--- src/hdl/husky_macros.svh ---
`ifndef HUSKY_MACROS_SVH
`define HUSKY_MACROS_SVH

// Bus widths
`define HUSKY_DATA_W          8
`define HUSKY_ADDR_W          8
`define HUSKY_BLOCK_W         3
`define HUSKY_INDEX_W         5
`define HUSKY_BYTECNT_W       7

// Register block 1 answers to addresses 0x20 to 0x3F
`define HUSKY_REG_BLOCK       3'd1

// Register indices within the block
`define HUSKY_IDX_TARGET_CTRL 5'd0
`define HUSKY_IDX_STATUS      5'd1
`define HUSKY_IDX_SCRATCH     5'd2

`define HUSKY_SCRATCH_BYTES   4

// Heartbeat defaults, flash bit 22 gives a few Hz at the USB clock
`define HUSKY_HEARTBEAT_W     25
`define HUSKY_FLASH_BIT       22

`endif

--- src/hdl/usb_bus_pkg.sv ---
`default_nettype none
`include "husky_macros.svh"

package usb_bus_pkg;

   // Byte position within a multi-byte register
   typedef logic [`HUSKY_BYTECNT_W-1:0] bytecnt_t;

   typedef struct packed {
      logic [`HUSKY_BLOCK_W-1:0] block;  // Upper bits select the register block
      logic [`HUSKY_INDEX_W-1:0] index;  // Register within the block
   } usb_addr_fields_t;

   // One address byte, seen raw by the bus and split by the decoders
   typedef union packed {
      logic [`HUSKY_ADDR_W-1:0] raw;
      usb_addr_fields_t         fields;
   } usb_addr_u;

endpackage

`default_nettype wire

--- src/hdl/target_io_pkg.sv ---
`default_nettype none

package target_io_pkg;

   // Target control register, bit 0 is power_off
   typedef struct packed {
      logic pdic_val;
      logic pdic_oe;
      logic pdid_val;
      logic pdid_oe;
      logic nrst_val;
      logic nrst_oe;
      logic avrprog_en;
      logic power_off;
   } target_ctrl_t;

   // One resolved tri-state pin
   typedef struct packed {
      logic oe;   // Pin driven when set
      logic val;
   } pin_drive_t;

endpackage

`default_nettype wire

--- src/hdl/usb_bus_capture.sv ---
`timescale 1ns/1ns
`default_nettype none
`include "husky_macros.svh"

module usb_bus_capture
   import usb_bus_pkg::*;
(
   input  wire                      clk_usb_buf,
   input  wire                      rst_n_i,
   input  wire usb_addr_u           usb_addr_i,
   input  wire [`HUSKY_DATA_W-1:0]  usb_data_i,
   input  wire                      usb_rdn_i,
   input  wire                      usb_wrn_i,
   input  wire                      usb_cen_n_i,
   input  wire                      usb_alen_n_i,
   input  wire [`HUSKY_DATA_W-1:0]  reg_rdata_i,
   output logic [`HUSKY_DATA_W-1:0] usb_data_o,
   output logic                     usb_data_oe_o,
   output usb_addr_u                reg_addr_o,
   output bytecnt_t                 reg_bytecnt_o,
   output logic [`HUSKY_DATA_W-1:0] reg_wdata_o,
   output logic                     reg_read_o,
   output logic                     reg_write_o
);

   logic                     rdn_q, rdn_qq;
   logic                     wrn_q, wrn_qq;
   logic                     cen_q;
   logic [`HUSKY_DATA_W-1:0] data_q;
   usb_addr_u                addr_q;
   bytecnt_t                 bytecnt_q;
   logic                     rd_hit_q;   // Last read was to our block
   logic                     rd_fall;
   logic                     wr_fall;
   logic                     block_hit;

   assign rd_fall   = rdn_qq & ~rdn_q & ~cen_q;
   assign wr_fall   = wrn_qq & ~wrn_q & ~cen_q;
   assign block_hit = (addr_q.fields.block == `HUSKY_REG_BLOCK);

   // Strobe sampling and address latch
   always_ff @(posedge clk_usb_buf) begin
      if (!rst_n_i) begin
         rdn_q         <= 1'b1;
         rdn_qq        <= 1'b1;
         wrn_q         <= 1'b1;
         wrn_qq        <= 1'b1;
         cen_q         <= 1'b1;
         usb_data_oe_o <= 1'b0;
         addr_q        <= '0;
         bytecnt_q     <= '0;
      end else begin
         rdn_q         <= usb_rdn_i;
         rdn_qq        <= rdn_q;
         wrn_q         <= usb_wrn_i;
         wrn_qq        <= wrn_q;
         cen_q         <= usb_cen_n_i;
         usb_data_oe_o <= ~usb_rdn_i & ~usb_cen_n_i;
         if (!usb_alen_n_i && !usb_cen_n_i) begin
            addr_q    <= usb_addr_i;
            bytecnt_q <= '0;
         end else if (rd_fall || wr_fall) begin
            bytecnt_q <= bytecnt_q + bytecnt_t'(1);  // Next byte of the register
         end
      end
   end

   always_ff @(posedge clk_usb_buf) begin
      data_q <= usb_data_i;
      if (rd_fall || wr_fall) begin
         reg_addr_o    <= addr_q;
         reg_bytecnt_o <= bytecnt_q;
         reg_wdata_o   <= data_q;
      end
   end

   // One-cycle access pulses, gated to our block
   always_ff @(posedge clk_usb_buf) begin
      if (!rst_n_i) begin
         reg_read_o  <= 1'b0;
         reg_write_o <= 1'b0;
         rd_hit_q    <= 1'b0;
      end else begin
         reg_read_o  <= rd_fall & block_hit;
         reg_write_o <= wr_fall & block_hit;
         if (rd_fall)
            rd_hit_q <= block_hit;
      end
   end

   assign usb_data_o = rd_hit_q ? reg_rdata_i : '0;  // Other blocks read as zero

endmodule

`default_nettype wire

--- src/hdl/husky_reg_bank.sv ---
`timescale 1ns/1ns
`default_nettype none
`include "husky_macros.svh"

module husky_reg_bank
   import usb_bus_pkg::*, target_io_pkg::*;
(
   input  wire                      clk_usb_buf,
   input  wire                      rst_n_i,
   input  wire usb_addr_u           reg_addr_i,
   input  wire bytecnt_t            reg_bytecnt_i,
   input  wire [`HUSKY_DATA_W-1:0]  reg_wdata_i,
   input  wire                      reg_read_i,
   input  wire                      reg_write_i,
   output logic [`HUSKY_DATA_W-1:0] reg_rdata_o,
   output target_ctrl_t             target_ctrl_o,
   output logic                     error_o
);

   localparam int SCR_SEL_W = $clog2(`HUSKY_SCRATCH_BYTES);

   logic [`HUSKY_DATA_W-1:0] scratch_q [`HUSKY_SCRATCH_BYTES];
   logic [`HUSKY_DATA_W-1:0] rdata_next;
   logic                     scr_in_range;
   logic [SCR_SEL_W-1:0]     scr_sel;

   assign scr_in_range = (reg_bytecnt_i < `HUSKY_SCRATCH_BYTES);
   assign scr_sel      = reg_bytecnt_i[SCR_SEL_W-1:0];

   always_ff @(posedge clk_usb_buf) begin
      if (!rst_n_i) begin
         target_ctrl_o <= '0;
         error_o       <= 1'b0;
         for (int i = 0; i < `HUSKY_SCRATCH_BYTES; i++)
            scratch_q[i] <= '0;
      end else if (reg_write_i) begin
         case (reg_addr_i.fields.index)
            `HUSKY_IDX_TARGET_CTRL: target_ctrl_o <= target_ctrl_t'(reg_wdata_i);
            `HUSKY_IDX_STATUS: begin
               if (reg_wdata_i[0])
                  error_o <= 1'b0;  // Write 1 to clear
            end
            `HUSKY_IDX_SCRATCH: begin
               if (scr_in_range)
                  scratch_q[scr_sel] <= reg_wdata_i;
            end
            default: error_o <= 1'b1;  // Sticky, undefined register
         endcase
      end
   end

   // Read mux
   always_comb begin
      rdata_next = '0;
      case (reg_addr_i.fields.index)
         `HUSKY_IDX_TARGET_CTRL: rdata_next = target_ctrl_o;
         `HUSKY_IDX_STATUS:      rdata_next = {{(`HUSKY_DATA_W-1){1'b0}}, error_o};
         `HUSKY_IDX_SCRATCH: begin
            if (scr_in_range)
               rdata_next = scratch_q[scr_sel];
         end
         default: rdata_next = '0;
      endcase
   end

   always_ff @(posedge clk_usb_buf) begin
      if (!rst_n_i)
         reg_rdata_o <= '0;
      else if (reg_read_i)
         reg_rdata_o <= rdata_next;  // Held until the next read
   end

endmodule

`default_nettype wire

--- src/hdl/target_pin_drive.sv ---
`timescale 1ns/1ns
`default_nettype none

module target_pin_drive
   import target_io_pkg::*;
(
   input  wire target_ctrl_t target_ctrl_i,
   input  wire               sam_mosi_i,
   input  wire               sam_spck_i,
   input  wire               target_miso_i,
   output pin_drive_t        nrst_o,
   output pin_drive_t        pdid_o,
   output pin_drive_t        pdic_o,
   output pin_drive_t        mosi_o,
   output pin_drive_t        sck_o,
   output pin_drive_t        sam_miso_o,
   output logic              target_poweron_o
);

   // Power off releases everything, then AVR programming, then the manual enables
   always_comb begin
      nrst_o = '0;
      pdid_o = '0;
      pdic_o = '0;
      mosi_o = '0;
      sck_o  = '0;
      if (!target_ctrl_i.power_off) begin
         if (target_ctrl_i.avrprog_en) begin
            nrst_o = '{oe: 1'b1, val: 1'b0};  // Hold target in reset
            mosi_o = '{oe: 1'b1, val: sam_mosi_i};
            sck_o  = '{oe: 1'b1, val: sam_spck_i};
         end else begin
            nrst_o = '{oe: target_ctrl_i.nrst_oe, val: target_ctrl_i.nrst_val};
            pdid_o = '{oe: target_ctrl_i.pdid_oe, val: target_ctrl_i.pdid_val};
            pdic_o = '{oe: target_ctrl_i.pdic_oe, val: target_ctrl_i.pdic_val};
         end
      end
   end

   // MISO back to the SAM does not depend on target power
   assign sam_miso_o       = '{oe: target_ctrl_i.avrprog_en, val: target_miso_i};
   assign target_poweron_o = ~target_ctrl_i.power_off;

endmodule

`default_nettype wire

--- src/hdl/status_leds.sv ---
`timescale 1ns/1ns
`default_nettype none
`include "husky_macros.svh"

module status_leds #(
   parameter int HEARTBEAT_W = `HUSKY_HEARTBEAT_W,
   parameter int FLASH_BIT   = `HUSKY_FLASH_BIT
) (
   input  wire  clk_usb_buf,
   input  wire  rst_n_i,
   input  wire  error_i,
   input  wire  pll_status_i,
   input  wire  glitch_led_i,
   output logic led_adc_o,
   output logic led_glitch_o
);

   logic [HEARTBEAT_W-1:0] heartbeat_q;

   always_ff @(posedge clk_usb_buf) begin
      if (!rst_n_i)
         heartbeat_q <= '0;
      else
         heartbeat_q <= heartbeat_q + 1'b1;
   end

   // Both LEDs flash together on an error
   assign led_adc_o    = error_i ? heartbeat_q[FLASH_BIT] : ~pll_status_i;
   assign led_glitch_o = error_i ? heartbeat_q[FLASH_BIT] : glitch_led_i;

endmodule

`default_nettype wire

--- src/hdl/husky_ctrl_top.sv ---
`timescale 1ns/1ns
`default_nettype none
`include "husky_macros.svh"

module husky_ctrl_top
   import usb_bus_pkg::*, target_io_pkg::*;
#(
   parameter int FLASH_BIT = `HUSKY_FLASH_BIT
) (
   input  wire                     clk_usb_buf,
   input  wire                     rst_n_i,
   input  wire usb_addr_u          usb_addr_i,
   input  wire [`HUSKY_DATA_W-1:0] usb_data_i,
   output wire [`HUSKY_DATA_W-1:0] usb_data_o,
   output wire                     usb_data_oe_o,
   input  wire                     usb_rdn_i,
   input  wire                     usb_wrn_i,
   input  wire                     usb_cen_n_i,
   input  wire                     usb_alen_n_i,
   input  wire                     sam_mosi_i,
   input  wire                     sam_spck_i,
   input  wire                     target_miso_i,
   output pin_drive_t              nrst_o,
   output pin_drive_t              pdid_o,
   output pin_drive_t              pdic_o,
   output pin_drive_t              mosi_o,
   output pin_drive_t              sck_o,
   output pin_drive_t              sam_miso_o,
   output wire                     target_poweron_o,
   input  wire                     glitch_led_i,
   input  wire                     pll_status_i,
   output wire                     led_adc_o,
   output wire                     led_glitch_o,
   input  wire                     trigger_i,
   output wire                     trig_out_o
);

   usb_addr_u                reg_addr;
   bytecnt_t                 reg_bytecnt;
   wire [`HUSKY_DATA_W-1:0]  reg_wdata;
   wire [`HUSKY_DATA_W-1:0]  reg_rdata;
   wire                      reg_read;
   wire                      reg_write;
   target_ctrl_t             target_ctrl;
   wire                      error_flag;

   usb_bus_capture i_usb_bus_capture (
      .clk_usb_buf   (clk_usb_buf),
      .rst_n_i       (rst_n_i),
      .usb_addr_i    (usb_addr_i),
      .usb_data_i    (usb_data_i),
      .usb_rdn_i     (usb_rdn_i),
      .usb_wrn_i     (usb_wrn_i),
      .usb_cen_n_i   (usb_cen_n_i),
      .usb_alen_n_i  (usb_alen_n_i),
      .reg_rdata_i   (reg_rdata),
      .usb_data_o    (usb_data_o),
      .usb_data_oe_o (usb_data_oe_o),
      .reg_addr_o    (reg_addr),
      .reg_bytecnt_o (reg_bytecnt),
      .reg_wdata_o   (reg_wdata),
      .reg_read_o    (reg_read),
      .reg_write_o   (reg_write)
   );

   husky_reg_bank i_husky_reg_bank (
      .clk_usb_buf   (clk_usb_buf),
      .rst_n_i       (rst_n_i),
      .reg_addr_i    (reg_addr),
      .reg_bytecnt_i (reg_bytecnt),
      .reg_wdata_i   (reg_wdata),
      .reg_read_i    (reg_read),
      .reg_write_i   (reg_write),
      .reg_rdata_o   (reg_rdata),
      .target_ctrl_o (target_ctrl),
      .error_o       (error_flag)
   );

   target_pin_drive i_target_pin_drive (
      .target_ctrl_i    (target_ctrl),
      .sam_mosi_i       (sam_mosi_i),
      .sam_spck_i       (sam_spck_i),
      .target_miso_i    (target_miso_i),
      .nrst_o           (nrst_o),
      .pdid_o           (pdid_o),
      .pdic_o           (pdic_o),
      .mosi_o           (mosi_o),
      .sck_o            (sck_o),
      .sam_miso_o       (sam_miso_o),
      .target_poweron_o (target_poweron_o)
   );

   status_leds #(
      .HEARTBEAT_W (`HUSKY_HEARTBEAT_W),
      .FLASH_BIT   (FLASH_BIT)
   ) i_status_leds (
      .clk_usb_buf  (clk_usb_buf),
      .rst_n_i      (rst_n_i),
      .error_i      (error_flag),
      .pll_status_i (pll_status_i),
      .glitch_led_i (glitch_led_i),
      .led_adc_o    (led_adc_o),
      .led_glitch_o (led_glitch_o)
   );

   assign trig_out_o = trigger_i;  // Straight to the trigger MCX

endmodule

`default_nettype wire

--- config.mk ---
export PLATFORM = sky130hd
export DESIGN_NAME = husky_ctrl_top
export DESIGN_NICKNAME = d
export VERILOG_FILES = /design/src/hdl/usb_bus_pkg.sv /design/src/hdl/target_io_pkg.sv /design/src/hdl/usb_bus_capture.sv /design/src/hdl/husky_reg_bank.sv /design/src/hdl/target_pin_drive.sv /design/src/hdl/status_leds.sv /design/src/hdl/husky_ctrl_top.sv
export VERILOG_INCLUDE_DIRS = /design/src /design/src/hdl
export SDC_FILE = /design/constraint.sdc
export NUM_CORES = 1
export LEC_CHECK = 0
export BUFFER_PORTS_ARGS = -buffer_cell sky130_fd_sc_hd__buf_2
export CORE_MARGIN = 10
export CORE_UTILIZATION = 52
export CTS_CLUSTER_SIZE = 30
export DETAILED_ROUTE_END_ITERATION = 10
export PLACE_DENSITY_LB_ADDON = 0.3
export SLEW_MARGIN = 10
export SYNTH_ARGS = -nofsm -noshare
export SYNTH_HDL_FRONTEND = slang
export SYNTH_SLANG_ARGS = --single-unit
--- constraint.sdc ---
create_clock -name clk_usb_buf -period 2.15 [get_ports clk_usb_buf]
set_input_delay 0.215 -clock clk_usb_buf [delete_from_list [all_inputs] [get_ports clk_usb_buf]]
set_output_delay 0.215 -clock clk_usb_buf [all_outputs]
set_load 0.02 [all_outputs]
# Word-level counts from Yosys, hierarchy flattened
# Memory sizes are Yosys's and may differ from the RTL's. A register that Yosys moved wholly into a read port is not among the register bits.
# Cells that the tools add are included.
# op_classes
addsub,2
magnitude_cmp,1
eq_ne,4
mux,27
n_bitwise,16
reduce_logical,10
# op_table
operator,n
25-bit by 1-bit adder with 25-bit output (second input constant),1
2-bit 2-to-1 mux,12
8-bit 2-to-1 mux,3
8-bit case mux with 3 select lines,1
1-bit 2-to-1 mux,10
1-bit inverter,9
8-bit OR reduction,1
7-bit by 1-bit adder with 7-bit output (second input constant),1
1-bit bitwise AND,7
7-bit by 3-bit less-than comparator with 1-bit output (second input constant),1
5-bit by 1-bit equality test with 1-bit output (second input constant),1
5-bit by 2-bit equality test with 1-bit output (second input constant),1
5-bit logical NOT,1
2-bit OR reduction,2
3-bit by 1-bit equality test with 1-bit output (second input constant),1
3-bit AND reduction,1
1-bit logical NOT,2
2-bit != test (second input constant),1
1-bit case mux with 2 select lines,1
2-bit AND reduction,1
1-bit logical AND,1
1-bit logical OR,1
# totals
regBits,94
ram_bits,32
in_bits,28
output_inout_bits,25
wordCells,87
memories,1
# mem_list
memory,depth,width,read_ports,rd_clocked_by_memory_dff,wr,line,source
i_husky_reg_bank.scratch_q,4,8,1,1,4,husky_reg_bank.sv:22,logic [`HUSKY_DATA_W-1:0] scratch_q [`HUSKY_SCRATCH_BYTES];

# Longest topological paths before layout
# depth
ltp_word,8
ltp_mapped,5

# Hierarchy
# Synthesis repeated with hierarchy kept, for this count alone.
# hier_totals
hier_cells,438
hier_area_um2,5275.1
# modules_own_cells
mod,n_inst,cells_per_inst,area_each_um2
husky_reg_bank,1,170,2224.6
usb_bus_capture,1,134,1854.3
status_leds,1,118,1047.3
target_pin_drive,1,15,141.4
husky_ctrl_top,1,1,7.5

# Worst setup path after synthesis
# No wires, ideal clock.
# synth_path
path_type,flip-flop to flip-flop
from,register i_usb_bus_capture.rdn_q
to,register with a tool-made name
setup_ps,122
arrival_time_ps,2269
slack_ps,-240
path_stages_with_launch,5
synth_period_minus_slack_ps,2390
path_cell_list,dfxtp_1 -> nand2b_1 -> clkbuf_1 -> a21oi_1 -> mux2_2
# synth_lines
item,line,source
from (decl),usb_bus_capture.sv:26,"logic rdn_q, rdn_qq;"
from (signal assigned),usb_bus_capture.sv:53,rdn_q <= usb_rdn_i;

==> impl_metrics.ini <==
[pwr]
power.total_mw = 5.53
irDropWorstVdd_v = 0.000729
power_frac_clock_pct = 50.1
switching_share_pct = 20.8
internal_power_mw = 4.39
part_of_the_total_power_dissipated_in_combinational_logic_pct = 3.2
pwr_density_cell_nw_per_um2 = 882
total_switching_power_mw = 1.15
leakage_nw = 2.41
seqPwrFrac_pct = 46.7

[drt]
detail_route.first_pass.iterations = 4
wl_per_cell_um = 15.0
drt_drc_violations_left = 0
route.detailed.vias_per_inst = 5.18
dr_total_vias = 3458
route.antenna.remaining_nets = 0
drt_iter0_markers = 267
detail_route.wirelength_um = 10000

[logic_synthesis]
yosys_warnings = 0
netlist_top_cells_area = edfxtp_1, dfxtp_1, and2_1
yosys-top-cells-count = dfxtp_1, edfxtp_1, and2_1
synth_top_area_cell = edfxtp_1
yosysSeqAreaShare_pct = 59.6
per_instance_average_area_after_synthesis_um2 = 11.5
synth_largest_type_area_fraction_pct = 30.6
postSynthRegisterBits = 126
mappedNetlistArea_um2 = 5100
ys_dominant_reg_cell = dfxtp_1
number_of_enable_flip_flop_cells_after_synthesis = 52
async_reset_ff_share_pct = 0
cell_with_the_most_instances_after_synthesis = dfxtp_1
postSynthNetCount = 475
netlist-cell-type-count = 50
post_syn_instances = 445

[timing]
grt_setup_unrepaired = false
max_slew_violation_count = 0
post-route-worst-setup-slack_ps = 176
post-route-period-util_pct = 91.8
final.min_clock_period_ps = 1970
worst_slew_pin_slew_ps = 569
fin_skew_ps = 9.37
max-slew-margin-rel_pct = 61.1
max_freq_mhz = 507
setup_viol = 0
fin_setup_tns_ps = 0
hold_ws_ps = 89.2
hold_viol_final = 0

[clock_tree]
hold_buffers = 19
cts_inserted_buffers = 17
tritoncts = built
clock_latency_ps = 510
postCtsSetupRepairBufs = 0
clkTransAtPathRegs_ps = 60
clock_sink_count = 126
h-tree-depth = 4
post_cts_resized = 0
clockRootBuffer = clkbuf_8
number_of_buffers_between_clock_root_and_the_deepest_sink = 2

[global_route]
grt-ovfl-total = 0
grt_pass1_vias = 3583
grt_antenna_before_repair = 0
maximum_number_of_pins_on_one_net_before_global_route_repair = 28
globalRouteTotalUtil_pct = 14.8
grt_pass1_wl_um = 17100

[worst_hold_path]
min_delay_path_depth = 3
hold_path.class = input pin to flip-flop
hold_end = i_husky_reg_bank.error_o
timing.hold.worst.start = rst_n_i

[placement]
place_ws_ps = 169
hpwl_detailed_um = 7100
final_estimated_routing_congestion_in_global_placement = 0.758
port_buffers = 48
place_inst = 616

[critical_path]
setup.worst_path.class = flip-flop to flip-flop
worst_r2r_endpoint = i_husky_reg_bank.scratch_q[1][3]
arrival_ps = 2140
reg2reg_depth = 4
worst-path-max-fanout = 8
worst-endpoint-required_ps = 2310
reg2reg_setup_slack_ps = 180
worstSetupEndpointType = flip-flop
cp-start-kind = flip-flop
worst_r2r_startpoint = i_usb_bus_capture.reg_addr_o[0]

[floorplanning]
initial_core_util_pct = 52.7
fp.coreArea_um2 = 9680
die_h_um = 119
fp-row-count = 36
io_pins = 53
die_w_um = 119
fp.dieArea_um2 = 14200

[flow_run]
maxCapViolations = 0

[run_status]
outcome = complete, no violations

[layout]
layoutNonFillerInstCount = 667
layout_cell_share_with_drive_strength_beyond_1_pct = 20.8
syn2layout_area_growth_pct = 22.9
antenna_cells = 0
multiInputGateArea_um2 = 1920
filler_cell_count = 723
nets = 551
seqCellArea_um2 = 3040
## power by group through the flow
stage / logic (mW) / clock network, mW / registers (mW)
after floorplan: 0.105 / 0 / 2.62
after global placement: 0.143 / 0 / 2.63
after detailed placement: 0.149 / 0 / 2.63
after CTS: 0.175 / 2.82 / 2.59
after global routing: 0.194 / 2.96 / 2.59
final: 0.176 / 2.77 / 2.59
## kinds of logic after synthesis
family	share of synthesized area [%]
compound gates	7.19
xor+xnor	2.75
fa+ha+maj	0.490
mux	6.55
simple gates	20.6
flops	59.6
buf+inv	2.75
## layout make-up
type	instances	area share, %
inverter	11	0.658
multi-input combinational	288	30.7
timing repair buffer	77	8.06
clock inverter	12	2.17
clock buffer	20	7.28
sequential	126	48.5
tap	133	2.65
## metal layers
layer,track usage [%],share of wire [%]
met1,17.7,46
met4,6.79,1.5
met5,0,0
met3,4.82,3.8
met2,23.8,49
## cell usage in the layout (no fill, tap or decap), types with 12 or more instances in the layout
cell type / n
edfxtp_1: 52
clkbuf_16: 17
and2_1: 48
nand2_1: 25
nand3_1: 12
mux2i_1: 12
dfxtp_1: 74
dlygate4sd3_1: 19
nand2b_1: 18
buf_2: 48
nor2_1: 38
a21oi_1: 30
o21ai_0: 13
## how the worst max path moves through the flow
stage	cells past startpoint	to	from	slack, ps
global placement	4	i_husky_reg_bank.scratch_q[1][3]	i_usb_bus_capture.reg_addr_o[0]	240
CTS	4	i_husky_reg_bank.scratch_q[1][7]	i_usb_bus_capture.reg_addr_o[0]	150
floorplan	4	i_husky_reg_bank.scratch_q[0][0]	i_usb_bus_capture.reg_addr_o[0]	120
detailed placement	4	i_husky_reg_bank.scratch_q[1][4]	i_usb_bus_capture.reg_addr_o[0]	170
global route	4	i_husky_reg_bank.scratch_q[1][2]	i_usb_bus_capture.reg_addr_o[0]	30
finish	4	i_husky_reg_bank.scratch_q[1][3]	i_usb_bus_capture.reg_addr_o[0]	180
## critical path: stages, from the launching register on
cell,delay [ps]
edfxtp_1,470
nor4_4,330
nand4_1,220
nor3_2,230
nand2b_1,370
## state kept, by name, summed over array words and instances, names as in the netlist, named ones only
name / cells
i_husky_reg_bank.reg_rdata_o: 8
i_usb_bus_capture.reg_write_o: 1
i_usb_bus_capture.usb_data_oe_o: 1
i_usb_bus_capture.reg_bytecnt_o: 7
i_usb_bus_capture.reg_read_o: 1
i_usb_bus_capture.rd_hit_q: 1
i_husky_reg_bank.scratch_q: 32
i_usb_bus_capture.cen_q: 1
i_usb_bus_capture.bytecnt_q: 7
i_husky_reg_bank.error_o: 1
i_usb_bus_capture.addr_q: 8
i_usb_bus_capture.rdn_q: 1
i_usb_bus_capture.wrn_qq: 1
i_usb_bus_capture.data_q: 8
i_usb_bus_capture.reg_wdata_o: 8
i_usb_bus_capture.wrn_q: 1
i_husky_reg_bank.target_ctrl_o: 8
i_usb_bus_capture.rdn_qq: 1
i_status_leds.heartbeat_q: 23
i_usb_bus_capture.reg_addr_o: 5
## metrics by stage
| stage | utilization (%) | area (um^2) |
|---|---|---|
| finish | 64.8 | 6270 |
| global route | 64.8 | 6270 |
| CTS | 64.8 | 6270 |
| detailed placement | 56.7 | 5490 |
| global placement | 56.7 | 5490 |
| floorplan | - | 5110 |
(Power assumes the default switching activity.)
